## src/verilog/bridge_pkg.sv

```systemverilog
package bridge_pkg;

    // client count, index 1 is the data cache and wins arbitration
    localparam int num_ports = 2;

    localparam int addr_w = 32;
    localparam int data_w = 128;
    localparam int strb_w = data_w / 8;
    localparam int id_w   = 4;
    localparam int type_w = 3;

    typedef logic [data_w-1:0] line_t;
    // AXI id carries the port index
    typedef logic [id_w-1:0] id_t;

    typedef enum logic {
        op_read,
        op_write
    } req_op_t;

    typedef enum logic [2:0] {
        eng_idle,
        eng_ar,
        eng_aw_w,
        // one of AW/W has been accepted, waiting on the other
        eng_aw_only,
        eng_w_only
    } eng_state_t;

    typedef enum logic {
        port_empty,
        port_full
    } port_state_t;

endpackage

```

## src/verilog/cache_req_if.sv

```systemverilog
`timescale 1ns/1ps

interface cache_req_if;

    // request from a port to the engine
    logic                                req;
    bridge_pkg::req_op_t                 op;
    logic [bridge_pkg::addr_w-1:0]       addr;
    logic [bridge_pkg::type_w-1:0]       size;
    logic [bridge_pkg::strb_w-1:0]       wstrb;
    bridge_pkg::line_t                   wdata;
    logic                                ack;

    // routed read beat back to the port
    logic                                ret_valid;
    bridge_pkg::line_t                   ret_data;
    logic                                ret_space;

    modport port (
        output req, op, addr, size, wstrb, wdata,
        input  ack,
        input  ret_valid, ret_data,
        output ret_space
    );

    modport engine (
        input  req, op, addr, size, wstrb, wdata,
        output ack
    );

    modport router (
        output ret_valid, ret_data,
        input  ret_space
    );

endinterface

```

## src/verilog/axi_cache_bridge.sv

```systemverilog
`timescale 1ns/1ps

module axi_cache_bridge (
    input  logic                                                clk,
    input  logic                                                reset,

    output bridge_pkg::id_t                                     arid,
    output logic [bridge_pkg::addr_w-1:0]                       araddr,
    output logic [bridge_pkg::type_w-1:0]                       arsize,
    output logic                                                arvalid,
    input  logic                                                arready,

    input  bridge_pkg::id_t                                     rid,
    input  bridge_pkg::line_t                                   rdata,
    input  logic                                                rvalid,
    output logic                                                rready,

    output logic [bridge_pkg::addr_w-1:0]                       awaddr,
    output logic [bridge_pkg::type_w-1:0]                       awsize,
    output logic                                                awvalid,
    input  logic                                                awready,

    output bridge_pkg::line_t                                   wdata,
    output logic [bridge_pkg::strb_w-1:0]                       wstrb,
    output logic                                                wvalid,
    input  logic                                                wready,

    input  logic                                                bvalid,
    output logic                                                bready,

    // client side, one slice per port
    input  logic [bridge_pkg::num_ports-1:0]                    rd_req,
    input  logic [bridge_pkg::num_ports-1:0][bridge_pkg::type_w-1:0] rd_type,
    input  logic [bridge_pkg::num_ports-1:0][bridge_pkg::addr_w-1:0] rd_addr,
    output logic [bridge_pkg::num_ports-1:0]                    rd_rdy,
    output logic [bridge_pkg::num_ports-1:0]                    ret_valid,
    output logic [bridge_pkg::num_ports-1:0][bridge_pkg::data_w-1:0] ret_data,
    input  logic [bridge_pkg::num_ports-1:0]                    ret_ready,
    input  logic [bridge_pkg::num_ports-1:0]                    wr_req,
    input  logic [bridge_pkg::num_ports-1:0][bridge_pkg::type_w-1:0] wr_type,
    input  logic [bridge_pkg::num_ports-1:0][bridge_pkg::addr_w-1:0] wr_addr,
    input  logic [bridge_pkg::num_ports-1:0][bridge_pkg::strb_w-1:0] wr_wstrb,
    input  logic [bridge_pkg::num_ports-1:0][bridge_pkg::data_w-1:0] wr_data,
    output logic [bridge_pkg::num_ports-1:0]                    wr_rdy,
    output logic                                                write_buffer_empty
);

    cache_req_if req_bus [bridge_pkg::num_ports] ();

    for (genvar g = 0; g < bridge_pkg::num_ports; g++) begin : g_port
        cache_port u_cache_port (
            .clk       (clk),
            .reset     (reset),
            .rd_req    (rd_req[g]),
            .rd_type   (rd_type[g]),
            .rd_addr   (rd_addr[g]),
            .rd_rdy    (rd_rdy[g]),
            .wr_req    (wr_req[g]),
            .wr_type   (wr_type[g]),
            .wr_addr   (wr_addr[g]),
            .wr_wstrb  (wr_wstrb[g]),
            .wr_data   (wr_data[g]),
            .wr_rdy    (wr_rdy[g]),
            .ret_valid (ret_valid[g]),
            .ret_data  (ret_data[g]),
            .ret_ready (ret_ready[g]),
            .bus       (req_bus[g])
        );
    end

    // drains the holding registers onto AR or AW/W
    axi_req_engine u_axi_req_engine (
        .clk                (clk),
        .reset              (reset),
        .arid               (arid),
        .araddr             (araddr),
        .arsize             (arsize),
        .arvalid            (arvalid),
        .arready            (arready),
        .awaddr             (awaddr),
        .awsize             (awsize),
        .awvalid            (awvalid),
        .awready            (awready),
        .wdata              (wdata),
        .wstrb              (wstrb),
        .wvalid             (wvalid),
        .wready             (wready),
        .bvalid             (bvalid),
        .bready             (bready),
        .write_buffer_empty (write_buffer_empty),
        .ports              (req_bus)
    );

    rd_return_router u_rd_return_router (
        .clk    (clk),
        .reset  (reset),
        .rid    (rid),
        .rdata  (rdata),
        .rvalid (rvalid),
        .rready (rready),
        .ports  (req_bus)
    );

endmodule

```

## src/verilog/axi_req_engine.sv

```systemverilog
`timescale 1ns/1ps

module axi_req_engine (
    input  logic                          clk,
    input  logic                          reset,
    output bridge_pkg::id_t               arid,
    output logic [bridge_pkg::addr_w-1:0] araddr,
    output logic [bridge_pkg::type_w-1:0] arsize,
    output logic                          arvalid,
    input  logic                          arready,
    output logic [bridge_pkg::addr_w-1:0] awaddr,
    output logic [bridge_pkg::type_w-1:0] awsize,
    output logic                          awvalid,
    input  logic                          awready,
    output bridge_pkg::line_t             wdata,
    output logic [bridge_pkg::strb_w-1:0] wstrb,
    output logic                          wvalid,
    input  logic                          wready,
    input  logic                          bvalid,
    output logic                          bready,
    output logic                          write_buffer_empty,
    cache_req_if.engine                   ports [bridge_pkg::num_ports]
);

    bridge_pkg::eng_state_t state;

    logic [bridge_pkg::num_ports-1:0] req_v;
    logic [bridge_pkg::num_ports-1:0] held_wr_v;
    bridge_pkg::req_op_t              op_v    [bridge_pkg::num_ports];
    logic [bridge_pkg::addr_w-1:0]    addr_v  [bridge_pkg::num_ports];
    logic [bridge_pkg::type_w-1:0]    size_v  [bridge_pkg::num_ports];
    logic [bridge_pkg::strb_w-1:0]    wstrb_v [bridge_pkg::num_ports];
    bridge_pkg::line_t                wdata_v [bridge_pkg::num_ports];

    logic                          sel_valid;
    bridge_pkg::id_t               sel_id;
    bridge_pkg::req_op_t           sel_op;
    logic [bridge_pkg::addr_w-1:0] sel_addr;
    logic [bridge_pkg::type_w-1:0] sel_size;
    logic [bridge_pkg::strb_w-1:0] sel_wstrb;
    bridge_pkg::line_t             sel_wdata;

    logic write_pending;
    logic b_hs;
    logic grant;

    for (genvar g = 0; g < bridge_pkg::num_ports; g++) begin : g_port
        assign req_v[g]     = ports[g].req;
        assign op_v[g]      = ports[g].op;
        assign addr_v[g]    = ports[g].addr;
        assign size_v[g]    = ports[g].size;
        assign wstrb_v[g]   = ports[g].wstrb;
        assign wdata_v[g]   = ports[g].wdata;
        assign held_wr_v[g] = ports[g].req && (ports[g].op == bridge_pkg::op_write);
        assign ports[g].ack = grant && (sel_id == bridge_pkg::id_t'(g));
    end

    // ascending scan, so the highest requesting index ends up selected
    always_comb begin
        sel_valid = 1'b0;
        sel_id    = '0;
        sel_op    = bridge_pkg::op_read;
        sel_addr  = '0;
        sel_size  = '0;
        sel_wstrb = '0;
        sel_wdata = '0;
        for (int i = 0; i < bridge_pkg::num_ports; i++) begin
            if (req_v[i]) begin
                sel_valid = 1'b1;
                sel_id    = bridge_pkg::id_t'(i);
                sel_op    = op_v[i];
                sel_addr  = addr_v[i];
                sel_size  = size_v[i];
                sel_wstrb = wstrb_v[i];
                sel_wdata = wdata_v[i];
            end
        end
    end

    assign b_hs = bvalid && bready;
    // nothing leaves while a write response is out, B in this cycle frees it
    assign grant = (state == bridge_pkg::eng_idle) && sel_valid && (!write_pending || b_hs);

    always_ff @(posedge clk) begin
        if (reset) begin
            state   <= bridge_pkg::eng_idle;
            arvalid <= 1'b0;
            awvalid <= 1'b0;
            wvalid  <= 1'b0;
        end else begin
            case (state)
                bridge_pkg::eng_idle: begin
                    if (grant && sel_op == bridge_pkg::op_write) begin
                        state   <= bridge_pkg::eng_aw_w;
                        awvalid <= 1'b1;
                        wvalid  <= 1'b1;
                    end else if (grant) begin
                        state   <= bridge_pkg::eng_ar;
                        arvalid <= 1'b1;
                    end
                end
                bridge_pkg::eng_ar: begin
                    if (arready) begin
                        state   <= bridge_pkg::eng_idle;
                        arvalid <= 1'b0;
                    end
                end
                bridge_pkg::eng_aw_w: begin
                    if (awready && wready) begin
                        state   <= bridge_pkg::eng_idle;
                        awvalid <= 1'b0;
                        wvalid  <= 1'b0;
                    end else if (awready) begin
                        state   <= bridge_pkg::eng_w_only;
                        awvalid <= 1'b0;
                    end else if (wready) begin
                        state  <= bridge_pkg::eng_aw_only;
                        wvalid <= 1'b0;
                    end
                end
                bridge_pkg::eng_aw_only: begin
                    if (awready) begin
                        state   <= bridge_pkg::eng_idle;
                        awvalid <= 1'b0;
                    end
                end
                bridge_pkg::eng_w_only: begin
                    if (wready) begin
                        state  <= bridge_pkg::eng_idle;
                        wvalid <= 1'b0;
                    end
                end
                default: state <= bridge_pkg::eng_idle;
            endcase
        end
    end

    always_ff @(posedge clk) begin
        if (grant && sel_op == bridge_pkg::op_write) begin
            awaddr <= sel_addr;
            awsize <= sel_size;
            wdata  <= sel_wdata;
            wstrb  <= sel_wstrb;
        end else if (grant) begin
            arid   <= sel_id;
            araddr <= sel_addr;
            arsize <= sel_size;
        end
    end

    always_ff @(posedge clk) begin
        if (reset) begin
            write_pending <= 1'b0;
        end else if (grant && sel_op == bridge_pkg::op_write) begin
            write_pending <= 1'b1;
        end else if (b_hs) begin
            write_pending <= 1'b0;
        end
    end

    assign bready             = write_pending;
    assign write_buffer_empty = !write_pending && !(|held_wr_v);

    ar_aw_exclusive: assert property (
        @(posedge clk) disable iff (reset)
        arvalid |-> !awvalid && !wvalid
    );

    b_needs_write: assert property (
        @(posedge clk) disable iff (reset)
        bvalid |-> write_pending
    );

endmodule

```

## src/verilog/cache_port.sv

```systemverilog
`timescale 1ns/1ps

module cache_port (
    input  logic                          clk,
    input  logic                          reset,
    input  logic                          rd_req,
    input  logic [bridge_pkg::type_w-1:0] rd_type,
    input  logic [bridge_pkg::addr_w-1:0] rd_addr,
    output logic                          rd_rdy,
    input  logic                          wr_req,
    input  logic [bridge_pkg::type_w-1:0] wr_type,
    input  logic [bridge_pkg::addr_w-1:0] wr_addr,
    input  logic [bridge_pkg::strb_w-1:0] wr_wstrb,
    input  logic [bridge_pkg::data_w-1:0] wr_data,
    output logic                          wr_rdy,
    output logic                          ret_valid,
    output bridge_pkg::line_t             ret_data,
    input  logic                          ret_ready,
    cache_req_if.port                     bus
);

    bridge_pkg::port_state_t hold_state;
    logic take_wr;
    logic take_rd;
    logic ret_full;
    logic ret_take;

    assign wr_rdy = (hold_state == bridge_pkg::port_empty);
    // write goes first when both show up
    assign rd_rdy  = wr_rdy && !wr_req;
    assign take_wr = wr_req && wr_rdy;
    assign take_rd = rd_req && rd_rdy;

    always_ff @(posedge clk) begin
        if (reset) begin
            hold_state <= bridge_pkg::port_empty;
        end else if (take_wr || take_rd) begin
            hold_state <= bridge_pkg::port_full;
        end else if (bus.req && bus.ack) begin
            hold_state <= bridge_pkg::port_empty;
        end
    end

    // held request, size passes straight through from type
    always_ff @(posedge clk) begin
        if (take_wr) begin
            bus.op    <= bridge_pkg::op_write;
            bus.addr  <= wr_addr;
            bus.size  <= wr_type;
            bus.wstrb <= wr_wstrb;
            bus.wdata <= wr_data;
        end else if (take_rd) begin
            bus.op   <= bridge_pkg::op_read;
            bus.addr <= rd_addr;
            bus.size <= rd_type;
        end
    end

    assign bus.req = (hold_state == bridge_pkg::port_full);

    // one-beat return buffer, refills in the cycle it drains
    assign bus.ret_space = !ret_full || ret_ready;
    assign ret_take      = bus.ret_valid && bus.ret_space;

    always_ff @(posedge clk) begin
        if (reset) begin
            ret_full <= 1'b0;
        end else if (ret_take) begin
            ret_full <= 1'b1;
        end else if (ret_ready) begin
            ret_full <= 1'b0;
        end
    end

    always_ff @(posedge clk) begin
        if (ret_take) begin
            ret_data <= bus.ret_data;
        end
    end

    assign ret_valid = ret_full;

    held_req_stable: assert property (
        @(posedge clk) disable iff (reset)
        bus.req && !bus.ack |=> bus.req && $stable(bus.op) && $stable(bus.addr)
            && $stable(bus.size) && $stable(bus.wstrb) && $stable(bus.wdata)
    );

endmodule

```

## src/verilog/rd_return_router.sv

```systemverilog
`timescale 1ns/1ps

module rd_return_router (
    input  logic              clk,
    input  logic              reset,
    input  bridge_pkg::id_t   rid,
    input  bridge_pkg::line_t rdata,
    input  logic              rvalid,
    output logic              rready,
    cache_req_if.router       ports [bridge_pkg::num_ports]
);

    logic                             beat_valid;
    bridge_pkg::id_t                  beat_id;
    bridge_pkg::line_t                beat_data;
    logic [bridge_pkg::num_ports-1:0] taken_v;
    logic                             beat_taken;

    // offer the beat only to the port its id names
    for (genvar g = 0; g < bridge_pkg::num_ports; g++) begin : g_port
        assign ports[g].ret_valid = beat_valid && (beat_id == bridge_pkg::id_t'(g));
        assign ports[g].ret_data  = beat_data;
        assign taken_v[g]         = ports[g].ret_valid && ports[g].ret_space;
    end

    assign beat_taken = |taken_v;
    assign rready     = !beat_valid || beat_taken;

    always_ff @(posedge clk) begin
        if (reset) begin
            beat_valid <= 1'b0;
        end else if (rvalid && rready) begin
            beat_valid <= 1'b1;
        end else if (beat_taken) begin
            beat_valid <= 1'b0;
        end
    end

    always_ff @(posedge clk) begin
        if (rvalid && rready) begin
            beat_id   <= rid;
            beat_data <= rdata;
        end
    end

    rid_in_range: assert property (
        @(posedge clk) disable iff (reset)
        rvalid |-> rid < bridge_pkg::num_ports
    );

endmodule
```

## config.mk

```make
export PLATFORM = sky130hd
export DESIGN_NAME = axi_cache_bridge
export DESIGN_NICKNAME = d
export VERILOG_FILES = /design/src/verilog/bridge_pkg.sv /design/src/verilog/cache_req_if.sv /design/src/verilog/axi_cache_bridge.sv /design/src/verilog/axi_req_engine.sv /design/src/verilog/cache_port.sv /design/src/verilog/rd_return_router.sv
export SDC_FILE = /design/constraint.sdc
export NUM_CORES = 1
export LEC_CHECK = 0
export BUFFER_PORTS_ARGS = -buffer_cell sky130_fd_sc_hd__buf_4
export CAP_MARGIN = 20
export CORE_AREA = 8 8 410 412
export CTS_BUF_LIST = sky130_fd_sc_hd__clkbuf_8 sky130_fd_sc_hd__clkbuf_16
export DETAILED_ROUTE_END_ITERATION = 7
export DIE_AREA = 0 0 418 420
export GPL_ROUTABILITY_DRIVEN = 0
export PLACE_DENSITY = 0.46
export SLEW_MARGIN = 20
export SYNTH_ARGS = -nofsm -noshare
export SYNTH_HDL_FRONTEND = slang
export SYNTH_HIERARCHICAL = 1
export SYNTH_SLANG_ARGS = --single-unit
```

## constraint.sdc

```tcl
create_clock -name clk -period 10.8 [get_ports clk]
set_input_delay 2.16 -clock clk [delete_from_list [all_inputs] [get_ports clk]]
set_output_delay 2.16 -clock clk [all_outputs]
set_load 0.05 [all_outputs]
```

==> key figures, run 1 <==
Outcome
  – Status: finished, final reports clean

Clocking
  – Clk sinks: 975
  – Cts repair resizes: 0
  – CTS root buf: clkbuf_16
  – Clock latency on the worst-skew pair: around 730 ps
  – Clock transition at path regs: 60 ps
  – Setup Fix Bufs, Post-CTS: 0
  – CTS buffer count: ~110
  – CTS tree: built
  – CTS Hold Bufs: 0
  – H-tree depth: 3
  – Maximum root-to-sink buffer count: 3

Route
  – Total Routed Length: around 120000 µm
  – First-pass DRT Iterations: 5
  – 1st-iter DRT viols: 1357
  – Post-DR wirelength/cell: ~26 µm
  – Drt drc: 0
  – Via count: approximately 18000
  – Vias/cell: roughly 3.8
  – Post-DRT Antenna Nets: 0

Critical path
  – CP dominant cell by count: buf_4
  – R2R Path Start: u_rd_return_router/beat_id[3]
  – Worst setup path start: ret_ready[1]
  – Critical path data required time: approximately 8600 ps
  – FF-to-FF setup slack: 7340 ps
  – FF-to-FF End: g_port[0].u_cache_port/ret_data[58]
  – CP max stage cell: mux2i_1
  – Critical path endpoint: rready
  – Max incr delay on CP: 360 ps
  – Arrival @ worst endpoint: roughly 3100 ps
  – Critical path cell sequence: buf_4 > nand2b_1 > mux2i_1 > o41ai_1 > buf_4
  – Setup Crit Path Kind: input port to output pin
  – Max FO, Critical Path: 3
  – Worst setup EP type: output pin
  – Reg2Reg Depth: 5
  – Startpoint Class: input port

Yosys
  – Synth warnings: 6
  – EDFF count, synth: approximately 960
  – Distinct cells, synth: 41
  – Top FF cell, synth: edfxtp_1
  – Sequential area share after synthesis: 0.868
  – Syn Inst Count: ~1500
  – Mapped Area: around 34000 µm²
  – Yosys reg bits: just under 1000
  – Async S/R FF share, synth: 0
  – Avg Inst Size Synth: 22.5 µm²

Layout
  – Final core area utilization: 0.288
  – Area delta synth->final: 38.5%
  – Most frequent cells in the layout: buf_4, edfxtp_1, a22o_1
  – Fillers: 16200
  – Layout cells sized above 1: 0.508
  – Register Area: just under 30000 µm²
  – Multi-input gate area: a little over 3000 µm²
  – Commonest non-fill, non-tap cell in the layout: buf_4
  – Nets@finish: between 3000 and 4000

STA
  – Unrepaired setup endpoints after global routing: false
  – Post-route minimum period: 5270 ps
  – Max-slew violations: 0
  – Final setup viols: 0
  – Post-Route Setup TNS: 0 ps
  – Max Fclk: between 150 and 200 MHz
  – Final Hold Viols: 0
  – Period utilization: 0.488
  – Worst Clk Skew: 73.8 ps
  – Slew HR: 0.119
  – Worst-Margin Slew: about 1300 ps

Power and ir drop
  – Max VDD drop: 0.000120 V
  – Power per Cell Area: ~200 nW/µm²
  – Power, Total: about 9.3 mW
  – Static Leak: ~17 nW

Floorplan
  – Initial Utilization: 0.208
  – Die height: 420 µm
  – Core ar.: about 160000 µm²
  – Row cnt: between 100 and 150
  – Die ar.: 176000 µm²
  – Num ports: ~1100
  – Die width: between 400 and 500 µm

Placed design
  – HPWL Detailed: approximately 90000 µm
  – Port bufs: ~1100

Global route
  – First-pass GRT wire length: between 150000 and 200000 µm
  – Initial antenna violation count: 27
  – Tot GR Track Use: 0.132
  – Number of global-route vias before repair: 18600
  – Pin count of the biggest net entering global routing: around 150
  – GRT overflow: 0

Job
  – Max-Cap Viols: 0

Worst hold path
  – HP Class: flip-flop to flip-flop
[flip-flops by register name (all words and copies together) (netlist names)]
signal and flops:
g_port.u_cache_port/bus.size 6, g_port.u_cache_port/bus.wstrb 32, g_port.u_cache_port/bus.wdata 256, u_axi_req_engine/wdata 128, u_axi_req_engine/awvalid 1, u_axi_req_engine/arid 1
u_axi_req_engine/awaddr 32, u_axi_req_engine/araddr 32, u_axi_req_engine/arsize 3, u_axi_req_engine/arvalid 1, g_port.u_cache_port/ret_data 256, u_axi_req_engine/bready 1
u_rd_return_router/beat_id 4, g_port.u_cache_port/ret_valid 2, u_axi_req_engine/wvalid 1, g_port.u_cache_port/bus.addr 64, g_port.u_cache_port/bus.req 2, u_axi_req_engine/wstrb 16
u_axi_req_engine/state 3, u_axi_req_engine/awsize 3, u_rd_return_router/ports.ret_data 128, u_rd_return_router/beat_valid 1, g_port.u_cache_port/bus.op 2
[per-layer routing]
layer | global-route usage | wire, µm
met1 | 0.138 | 42900
met2 | 0.240 | 66500
met3 | 0.0407 | 8330
met4 | 0.0625 | 5580
met5 | 0 | 27
[cell type report]
| type | instances | area share |
|---|---|---|
| timing repair buffer | 1072 | 0.174 |
| tap | 2175 | 0.0585 |
| inverter | 12 | 0.00135 |
| sequential | 975 | 0.627 |
| antenna | 17 | 0.000915 |
| clock buffer | 106 | 0.0570 |
| clock inverter | 92 | 0.0152 |
| multi-input combinational | 326 | 0.0664 |
[worst max-delay path: cells and delay by family]
kind                   cells  cell delay (ps)
multiplexers               1              360
AO/OA/AOI/OAI              1              110
AND/OR/NAND/NOR            1              170
buffers and inverters      2              300
[cell usage after synthesis, types with 2 or more instances]
cell type,count,area (µm²)
a2111oi_0,2,17.5
a211oi_1,2,15.0
a21oi_1,7,35.0
a22o_1,178,1560
and2_1,3,18.8
and2b_2,2,17.5
buf_12,6,120
buf_2,8,40.0
buf_4,146,1100
buf_6,3,33.8
clkbuf_1,17,63.8
dfxtp_1,14,280
edfxtp_1,961,28900
inv_1,12,45.0
mux2_2,14,158
mux2_4,56,841
nand2_1,10,37.5
nand2b_1,7,43.8
nor2_1,13,48.8
nor2b_1,3,18.8
nor3_1,4,20.0
o21ai_0,4,20.0
or4b_1,2,20.0
[per-stage QoR]
step	instances	setup WS (ps)	area, µm²	hold slack (ps)
floorplan	1494	1110	33600	428
global placement	4560	5530	43100	422
detailed placement	4560	5500	43100	429
CTS	4758	5500	46500	398
global route	4773	5440	46500	427
finish	4775	5530	46500	410
[cell families (layout without fill, tap and decap cells)]
kind of cell	count (synthesis)	after routing	share of synthesized area
AO/OA/AOI/OAI	202	202	0.0513
buffers and inverters	193	1282	0.0418
flip-flops	975	975	0.868
multiplexers	71	71	0.0300
other	1	20	0.000112
AND/OR/NAND/NOR	50	50	0.00876
[how the worst min path moves through the flow]
stage / depth (start not counted) / slack [ps] / to / from
6_report: 0 / 410 / g_port[1].u_cache_port/ret_data[51] / u_rd_return_router/ports[0].ret_data[51]
5_1_grt: 0 / 430 / g_port[1].u_cache_port/ret_data[37] / u_rd_return_router/ports[0].ret_data[37]
4_1_cts: 0 / 400 / g_port[1].u_cache_port/ret_data[51] / u_rd_return_router/ports[0].ret_data[51]
3_5_place_dp: 0 / 430 / g_port[1].u_cache_port/ret_data[4] / u_rd_return_router/ports[0].ret_data[4]
3_3_place_gp: 0 / 420 / g_port[0].u_cache_port/ret_data[108] / u_rd_return_router/ports[0].ret_data[108]
2_1_floorplan: 0 / 430 / g_port[0].u_cache_port/ret_data[0] / u_rd_return_router/ports[0].ret_data[0]
[where the power goes]
part	switching, mW	internal, mW	total, mW	leakage, nW
Combinational	0.826	0.392	1.22	6.62
Clock	1.56	1.92	3.48	1.71
Sequential	0.111	4.51	4.62	9.12
Total	2.49	6.83	9.32	17.5
(Power assumes the default switching activity.)
==> run 2: changes to the inputs <==
==> constraint.sdc (replaced) <==
create_clock -name clk -period 5.5 [get_ports clk]
set_input_delay 1.1 -clock clk [delete_from_list [all_inputs] [get_ports clk]]
set_output_delay 1.1 -clock clk [all_outputs]
set_load 0.05 [all_outputs]
==> key figures, run 2 (same netlist as run 1, synthesis figures left out) <==
Clocking
  – Clock latency on the worst-skew pair: 720 ps (was 730 ps)
  – Clk sinks: 975 (unchanged)
  – Setup Fix Bufs, Post-CTS: 0 (unchanged)
  – CTS Hold Bufs: 0 (unchanged)
  – CTS tree: built (unchanged)
  – Cts repair resizes: 0 (unchanged)
  – Maximum root-to-sink buffer count: 3 (unchanged)
  – CTS root buf: clkbuf_16 (unchanged)
  – Clock transition at path regs: 60 ps (about the same)
  – CTS buffer count: 106 (was 105)
  – H-tree depth: 3 (unchanged)

Critical path
  – Critical path data required time: 4400 ps (was 8640 ps)
  – Arrival @ worst endpoint: 2080 ps (was 3110 ps)
  – Reg2Reg Depth: 6 (was 5)
  – R2R Path Start: g_port[0].u_cache_port/bus.req (was u_rd_return_router/beat_id[3])
  – Worst setup path start: ret_ready[1] (unchanged)
  – Setup Crit Path Kind: input port to output pin (unchanged)
  – Max FO, Critical Path: 3 (unchanged)
  – FF-to-FF setup slack: 2400 ps (was 7340 ps)
  – FF-to-FF End: u_axi_req_engine/wdata[103] (was g_port[0].u_cache_port/ret_data[58])
  – Worst setup EP type: output pin (unchanged)
  – Startpoint Class: input port (unchanged)

Route
  – First-pass DRT Iterations: 5 (unchanged)
  – Vias/cell: 3.78 (was 3.76)
  – Drt drc: 0 (unchanged)
  – Post-DR wirelength/cell: 25.3 µm (was 25.8 µm)
  – Total Routed Length: 121000 µm (was 123000 µm)
  – Via count: 18100 (was 17900)
  – 1st-iter DRT viols: 1498 (was 1357)
  – Post-DRT Antenna Nets: 0 (unchanged)

Worst hold path
  – HP Class: flip-flop to flip-flop (unchanged)
  – Worst hold endpoint: g_port[0].u_cache_port/ret_data[11] (was g_port[1].u_cache_port/ret_data[51])
  – Hold Crit Depth: 0 (unchanged)
  – Hold Path Origin: u_rd_return_router/ports[0].ret_data[11] (was u_rd_return_router/ports[0].ret_data[51])

Global route
  – First-pass GRT wire length: 157000 µm (was 160000 µm)
  – Tot GR Track Use: 0.129 (was 0.132)
  – Number of global-route vias before repair: 18600 (about the same)
  – Initial antenna violation count: 19 (was 27)
  – GRT overflow: 0 (unchanged)
  – Pin count of the biggest net entering global routing: 120 (was 151)

Layout
  – Layout cells sized above 1: 0.513 (was 0.508)
  – Most frequent cells in the layout: buf_4, edfxtp_1, a22o_1 (unchanged)
  – Register Area: 29100 µm² (unchanged)
  – Fillers: 16100 (was 16200)
  – Commonest non-fill, non-tap cell in the layout: buf_4 (unchanged)
  – Fin area: 47000 µm² (was 46500 µm²)
  – Area delta synth->final: 39.9% (was 38.5%)
  – Top flop regs: g_port.u_cache_port/bus.wdata (256), g_port.u_cache_port/ret_data (256) (unchanged)
  – Nets@finish: 3081 (was 3065)
  – Multi-input gate area: 3090 µm² (unchanged)

STA
  – Max Fclk: about 310 MHz
  – Unrepaired setup endpoints after global routing: false (unchanged)
  – Post-route minimum period: ~3200 ps
  – Slew HR: 0.360 (was 0.119)
  – Worst Clk Skew: 66.5 ps (was 73.8 ps)
  – Final Hold Viols: 0 (unchanged)
  – Max-slew violations: 0 (unchanged)
  – Worst-Margin Slew: 959 ps (was 1320 ps)
  – Post-Route Setup TNS: 0 ps (unchanged)
  – Final setup viols: 0 (unchanged)
  – Period utilization: 0.578

Placed design
  – HPWL Detailed: 92100 µm (was 92200 µm)
  – Port bufs: 1055 (unchanged)
  – Placement-stage cell area: 43300 µm² (was 43100 µm²)

Job
  – Max-Cap Viols: 0 (unchanged)

Power and ir drop
  – Max VDD drop: 0.000305 V (was 0.000120 V)
  – Static Leak: 17.7 nW (was 17.5 nW)
  – Power per Cell Area: 401 nW/µm² (was 200 nW/µm²)

Floorplan
  – Num ports: 1059 (unchanged)
  – Die ar.: 176000 µm² (unchanged)
  – Row cnt: 148 (unchanged)
  – Die width: 418 µm (unchanged)
  – Die height: 420 µm (unchanged)
  – Core ar.: 162000 µm² (unchanged)
  – Initial Utilization: 0.208 (unchanged)

Outcome
  – Status: finished, final reports clean (unchanged)
## run 2: metrics by stage
step	hold WS (ps)	worst slack (ps)	utilization	power (mW)	instances
3_3_place_gp	422	1810	0.268	11.7	4574
4_1_cts	415	2320	0.290	19.1	4773
3_5_place_dp	430	1780	0.268	11.7	4575
5_1_grt	444	2170	0.290	19.5	4785
6_report	429	2320	0.290	18.8	4792
2_1_floorplan	428	45.1	-	10.6	1494
## run 2: power breakdown
part,internal (mW),total (mW),switching (mW)
combinational,0.793,2.42,1.62
clock,4.27,7.33,3.06
sequential,8.85,9.08,0.226
total,13.9,18.8,4.90
## run 2: cell type report
type,count,area share
clock buffers,107,0.0570
inverters,12,0.00125
clock inverters,91,0.0203
well taps,2175,0.0580
repair buffers,1087,0.176
multi-input cells,326,0.0658
diodes,19,0.00101
flip-flops and latches,975,0.621
## run 2: worst max-delay path, stage by stage
cell and delay (ps):
buf_4 110, nand2b_1 170, mux2i_1 370, o41ai_1 120
buf_4 200
## run 2: per-layer routing
| metal | part of all wire | up-vias | routed length, µm | global-route usage |
|---|---|---|---|---|
| li1 | - | 7918 | - | - |
| met1 | 0.37 | 9265 | 45000 | 0.145 |
| met2 | 0.53 | 724 | 63900 | 0.229 |
| met3 | 0.064 | 202 | 7780 | 0.0361 |
| met4 | 0.036 | 4 | 4380 | 0.0506 |
| met5 | 0.00028 | - | 34 | 0 |
## run 2: how the worst max path moves through the flow
stage / cells past startpoint / slack [ps] / to
6_report: 5 / 2320 / rready
5_1_grt: 6 / 2170 / u_axi_req_engine/wdata[103]
4_1_cts: 4 / 2320 / write_buffer_empty
3_5_place_dp: 7 / 1780 / u_axi_req_engine/wdata[121]
3_3_place_gp: 7 / 1810 / u_axi_req_engine/wdata[109]
2_1_floorplan: 2 / 50 / u_rd_return_router/beat_id[0]
==> run 3: changes to the inputs <==
--- a/config.mk
+++ b/config.mk
@@ -5,14 +5,15 @@
 export SDC_FILE = /design/constraint.sdc
 export NUM_CORES = 1
 export LEC_CHECK = 0
+export ABC_AREA = 1
 export BUFFER_PORTS_ARGS = -buffer_cell sky130_fd_sc_hd__buf_4
 export CAP_MARGIN = 20
-export CORE_AREA = 8 8 410 412
+export CORE_AREA = 8 8 402 404
 export CTS_BUF_LIST = sky130_fd_sc_hd__clkbuf_8 sky130_fd_sc_hd__clkbuf_16
 export DETAILED_ROUTE_END_ITERATION = 7
-export DIE_AREA = 0 0 418 420
+export DIE_AREA = 0 0 410 412
 export GPL_ROUTABILITY_DRIVEN = 0
-export PLACE_DENSITY = 0.46
+export PLACE_DENSITY = 0.49
 export SLEW_MARGIN = 20
 export SYNTH_ARGS = -nofsm -noshare
 export SYNTH_HDL_FRONTEND = slang
==> constraint.sdc (replaced) <==
create_clock -name clk -period 2.8 [get_ports clk]
set_input_delay 0.56 -clock clk [delete_from_list [all_inputs] [get_ports clk]]
set_output_delay 0.56 -clock clk [all_outputs]
set_load 0.05 [all_outputs]
==> key figures, run 3 <==
Yosys
  – Post-synthesis mux area share: 0 (was 0.0300)
  – Avg Inst Size Synth: 16.7 µm² (was 22.5 µm²)
  – Top FF cell, synth: edfxtp_1 (unchanged)
  – Distinct cells, synth: 28 (was 41)
  – Post-Synth Simple-Gate Area: 0.0990 (was 0.00876)
  – Sequential area share after synthesis: 0.853 (was 0.868)
  – Async S/R FF share, synth: 0 (unchanged)
  – Largest family of logic cells by synthesized area: simple AND/OR/NAND/NOR gates (was compound AO/OA/AOI/OAI gates)
  – Mapped Area: 34200 µm² (was 33600 µm²)
  – Post-synth top area share: 0.845 (was 0.860)
  – Post-synth top cells: edfxtp_1, nand2_1, nand3_1 (was edfxtp_1, a22o_1, buf_4)
  – Most common cell in the netlist: edfxtp_1 (unchanged)
  – Synth Area in XOR/XNOR: 0 (unchanged)
  – Yosys reg bits: 975 (unchanged)
  – Synth area leader: edfxtp_1 (unchanged)
  – Complex-gate fraction of the synthesized area: 0.00348 (was 0.0513)
  – Syn Inst Count: 2048 (was 1492)
  – Synth warnings: 6 (unchanged)
  – Top cells by area, synth: edfxtp_1, nand2_1, buf_4, nand3_1, dfxtp_1 (was edfxtp_1, a22o_1, buf_4, mux2_4, dfxtp_1)
  – EDFF count, synth: 961 (unchanged)
  – Synth Area in Adders: 0 (unchanged)

Critical path
  – R2R Path Start: u_rd_return_router/beat_id[2] (was g_port[0].u_cache_port/bus.req)
  – Max incr delay on CP: 380 ps (was 370 ps)
  – Arrival @ worst endpoint: 1930 ps (was 2080 ps)
  – Max FO, Critical Path: 4 (was 3)
  – Setup Crit Path Kind: flip-flop to output pin (was input port to output pin)
  – Startpoint Class: flip-flop (was input port)
  – Worst setup path start: u_rd_return_router/beat_id[2] (was ret_ready[1])
  – Worst setup EP type: output pin (unchanged)
  – Critical path data required time: 2240 ps (was 4400 ps)
  – CP max stage cell: edfxtp_1 (was mux2i_1)
  – Critical path cell sequence: nor2_2 > nand4_1 > nand3_1 > buf_4 (was buf_4 > nand2b_1 > mux2i_1 > o41ai_1 > buf_4)

Global route
  – Initial antenna violation count: 35 (was 19)
  – Global routing met3 resource utilization: 0.0554 (was 0.0361)
  – Number of global-route vias before repair: 23200 (was 18600)
  – GRT overflow: 0 (unchanged)
  – Tot GR Track Use: 0.148 (was 0.129)
  – Routing usage on met2: 0.264 (was 0.229)
  – Global routing's busiest layer: met2 (unchanged)
  – Pin count of the biggest net entering global routing: 129 (was 120)
  – First-pass GRT wire length: 180000 µm (was 157000 µm)
  – Global Route met1 Usage: 0.168 (was 0.145)

Clocking
  – H-tree depth: 3 (unchanged)
  – Clk sinks: 975 (unchanged)
  – Cts repair resizes: 0 (unchanged)
  – Maximum root-to-sink buffer count: 3 (unchanged)
  – Clock transition at path regs: 60 ps (about the same)
  – Setup Fix Bufs, Post-CTS: 0 (unchanged)
  – Clock latency on the worst-skew pair: 730 ps (was 720 ps)
  – CTS tree: built (unchanged)
  – CTS root buf: clkbuf_16 (unchanged)
  – CTS buffer count: 105 (was 106)

Worst hold path
  – HP Class: input port to flip-flop (was flip-flop to flip-flop)
  – Hold Path Origin: rdata[60] (was u_rd_return_router/ports[0].ret_data[11])

Route
  – First-pass DRT Iterations: 5 (unchanged)
  – Post-DRT Antenna Nets: 0 (unchanged)
  – Post-DR wirelength/cell: 23.4 µm (was 25.3 µm)
  – Drt drc: 0 (unchanged)
  – Total Routed Length: 132000 µm (was 121000 µm)
  – Via count: 22300 (was 18100)
  – Vias/cell: 3.94 (was 3.78)
  – 1st-iter DRT viols: 1786 (was 1498)

Layout
  – Commonest non-fill, non-tap cell in the layout: buf_4 (unchanged)
  – Fin area: 51800 µm² (was 47000 µm²)
  – Layout cells sized above 1: 0.373 (was 0.513)
  – Most frequent cells in the layout: buf_4, edfxtp_1, nand2_1 (was buf_4, edfxtp_1, a22o_1)
  – Area delta synth->final: 51.5% (was 39.9%)
  – Top flop regs: g_port.u_cache_port/bus.wdata (256), g_port.u_cache_port/ret_data (256) (unchanged)
  – Nets@finish: 4072 (was 3081)

Job
  – Max-Cap Viols: 0 (unchanged)

STA
  – Final setup viols: 0 (unchanged)
  – Unrepaired setup endpoints after global routing: false (unchanged)
  – Period utilization: 0.888
  – Min Hold Slack: 80.2 ps (was 429 ps)
  – Post-route minimum period: around 2500 ps
  – Post-Route Setup TNS: 0 ps (unchanged)
  – Worst Clk Skew: 70.9 ps (was 66.5 ps)
  – Max Fclk: 402 MHz
  – Slew HR: 0.379 (was 0.360)
  – Worst-Margin Slew: 931 ps (was 959 ps)
  – Max-slew violations: 0 (unchanged)
  – Final Hold Viols: 0 (unchanged)

Power and ir drop
  – Power per Cell Area: 728 nW/µm² (was 401 nW/µm²)
  – Max VDD drop: 0.000530 V (was 0.000305 V)
  – Static Leak: 20.6 nW (was 17.7 nW)

Floorplan
  – Initial Utilization: 0.220 (was 0.208)
  – Die width: 410 µm (was 418 µm)
  – Row cnt: 145 (was 148)
  – Die height: 412 µm (was 420 µm)
  – Die ar.: 169000 µm² (was 176000 µm²)
  – Num ports: 1059 (unchanged)
  – Core ar.: 155000 µm² (was 162000 µm²)

Placed design
  – HPWL Detailed: 98900 µm (was 92100 µm)
  – Placement-stage cell area: 44100 µm² (was 43300 µm²)
  – Port bufs: 1055 (unchanged)

Outcome
  – Status: finished, final reports clean (unchanged)
## run 3: cell families (layout without fill, tap and decap cells)
| logic type | count (synthesis) | after routing |
|---|---|---|
| other | 1 | 21 |
| and+or+nand+nor | 814 | 814 |
| AOI/OAI and AO/OA | 22 | 22 |
| DFF | 975 | 975 |
| buffers and inverters | 236 | 1770 |
## run 3: stage by stage
stage | utilization | instances | total power, mW | setup WS (ps)
global route | 0.333 | 5648 | 39.1 | 209
finish | 0.334 | 5660 | 37.7 | 315
global placement | 0.285 | 5032 | 24.0 | 604
detailed placement | 0.285 | 5032 | 24.0 | 602
CTS | 0.333 | 5642 | 38.2 | 221
floorplan | - | 2050 | 21.4 | -1110
## run 3: power breakdown
part	switching (mW)	total [mW]	internal, mW
clock	6.01	13.5	7.54
combinational	4.13	6.12	1.99
sequential	0.510	18.0	17.5
total	10.6	37.7	27.1
## run 3: final cells by class
type | instances | area [µm²]
antenna | 18 | 45.0
clock buffer | 105 | 2630
clock inverter | 87 | 763
fill | 15000 | 103000
inverter | 33 | 175
multi-input combinational | 839 | 3580
sequential | 975 | 29200
tap | 2058 | 2570
timing repair buffer | 1545 | 12800
## run 3: path summary, 6_finish.rpt
kind	end	slack [ps]	cells past startpoint
setup reg to reg	u_rd_return_router/ports[0].ret_data[120]	680	5
setup / recovery	rready	310	4
hold / removal	u_rd_return_router/ports[0].ret_data[60]	80	1
hold reg to reg	g_port[1].u_cache_port/ret_data[84]	420	0
## run 3: what timing repair did
action                                  in CTS  in global routing
endpoints found under the setup margin       0                  0
hold buffers                               418                  0
hold endpoints to repair                   418                  0
## run 3: layer usage
layer,wire length (µm),share of wire
met5,101,0.00076
met4,2790,0.021
met3,13700,0.10
met2,67500,0.51
met1,48100,0.36
## run 3: worst max-delay path, delay by kind of cell, from the launching register on
family / cells / cell delay, ps
flip-flops: 1 / 380
buffers and inverters: 1 / 220
AND/OR/NAND/NOR: 3 / 610
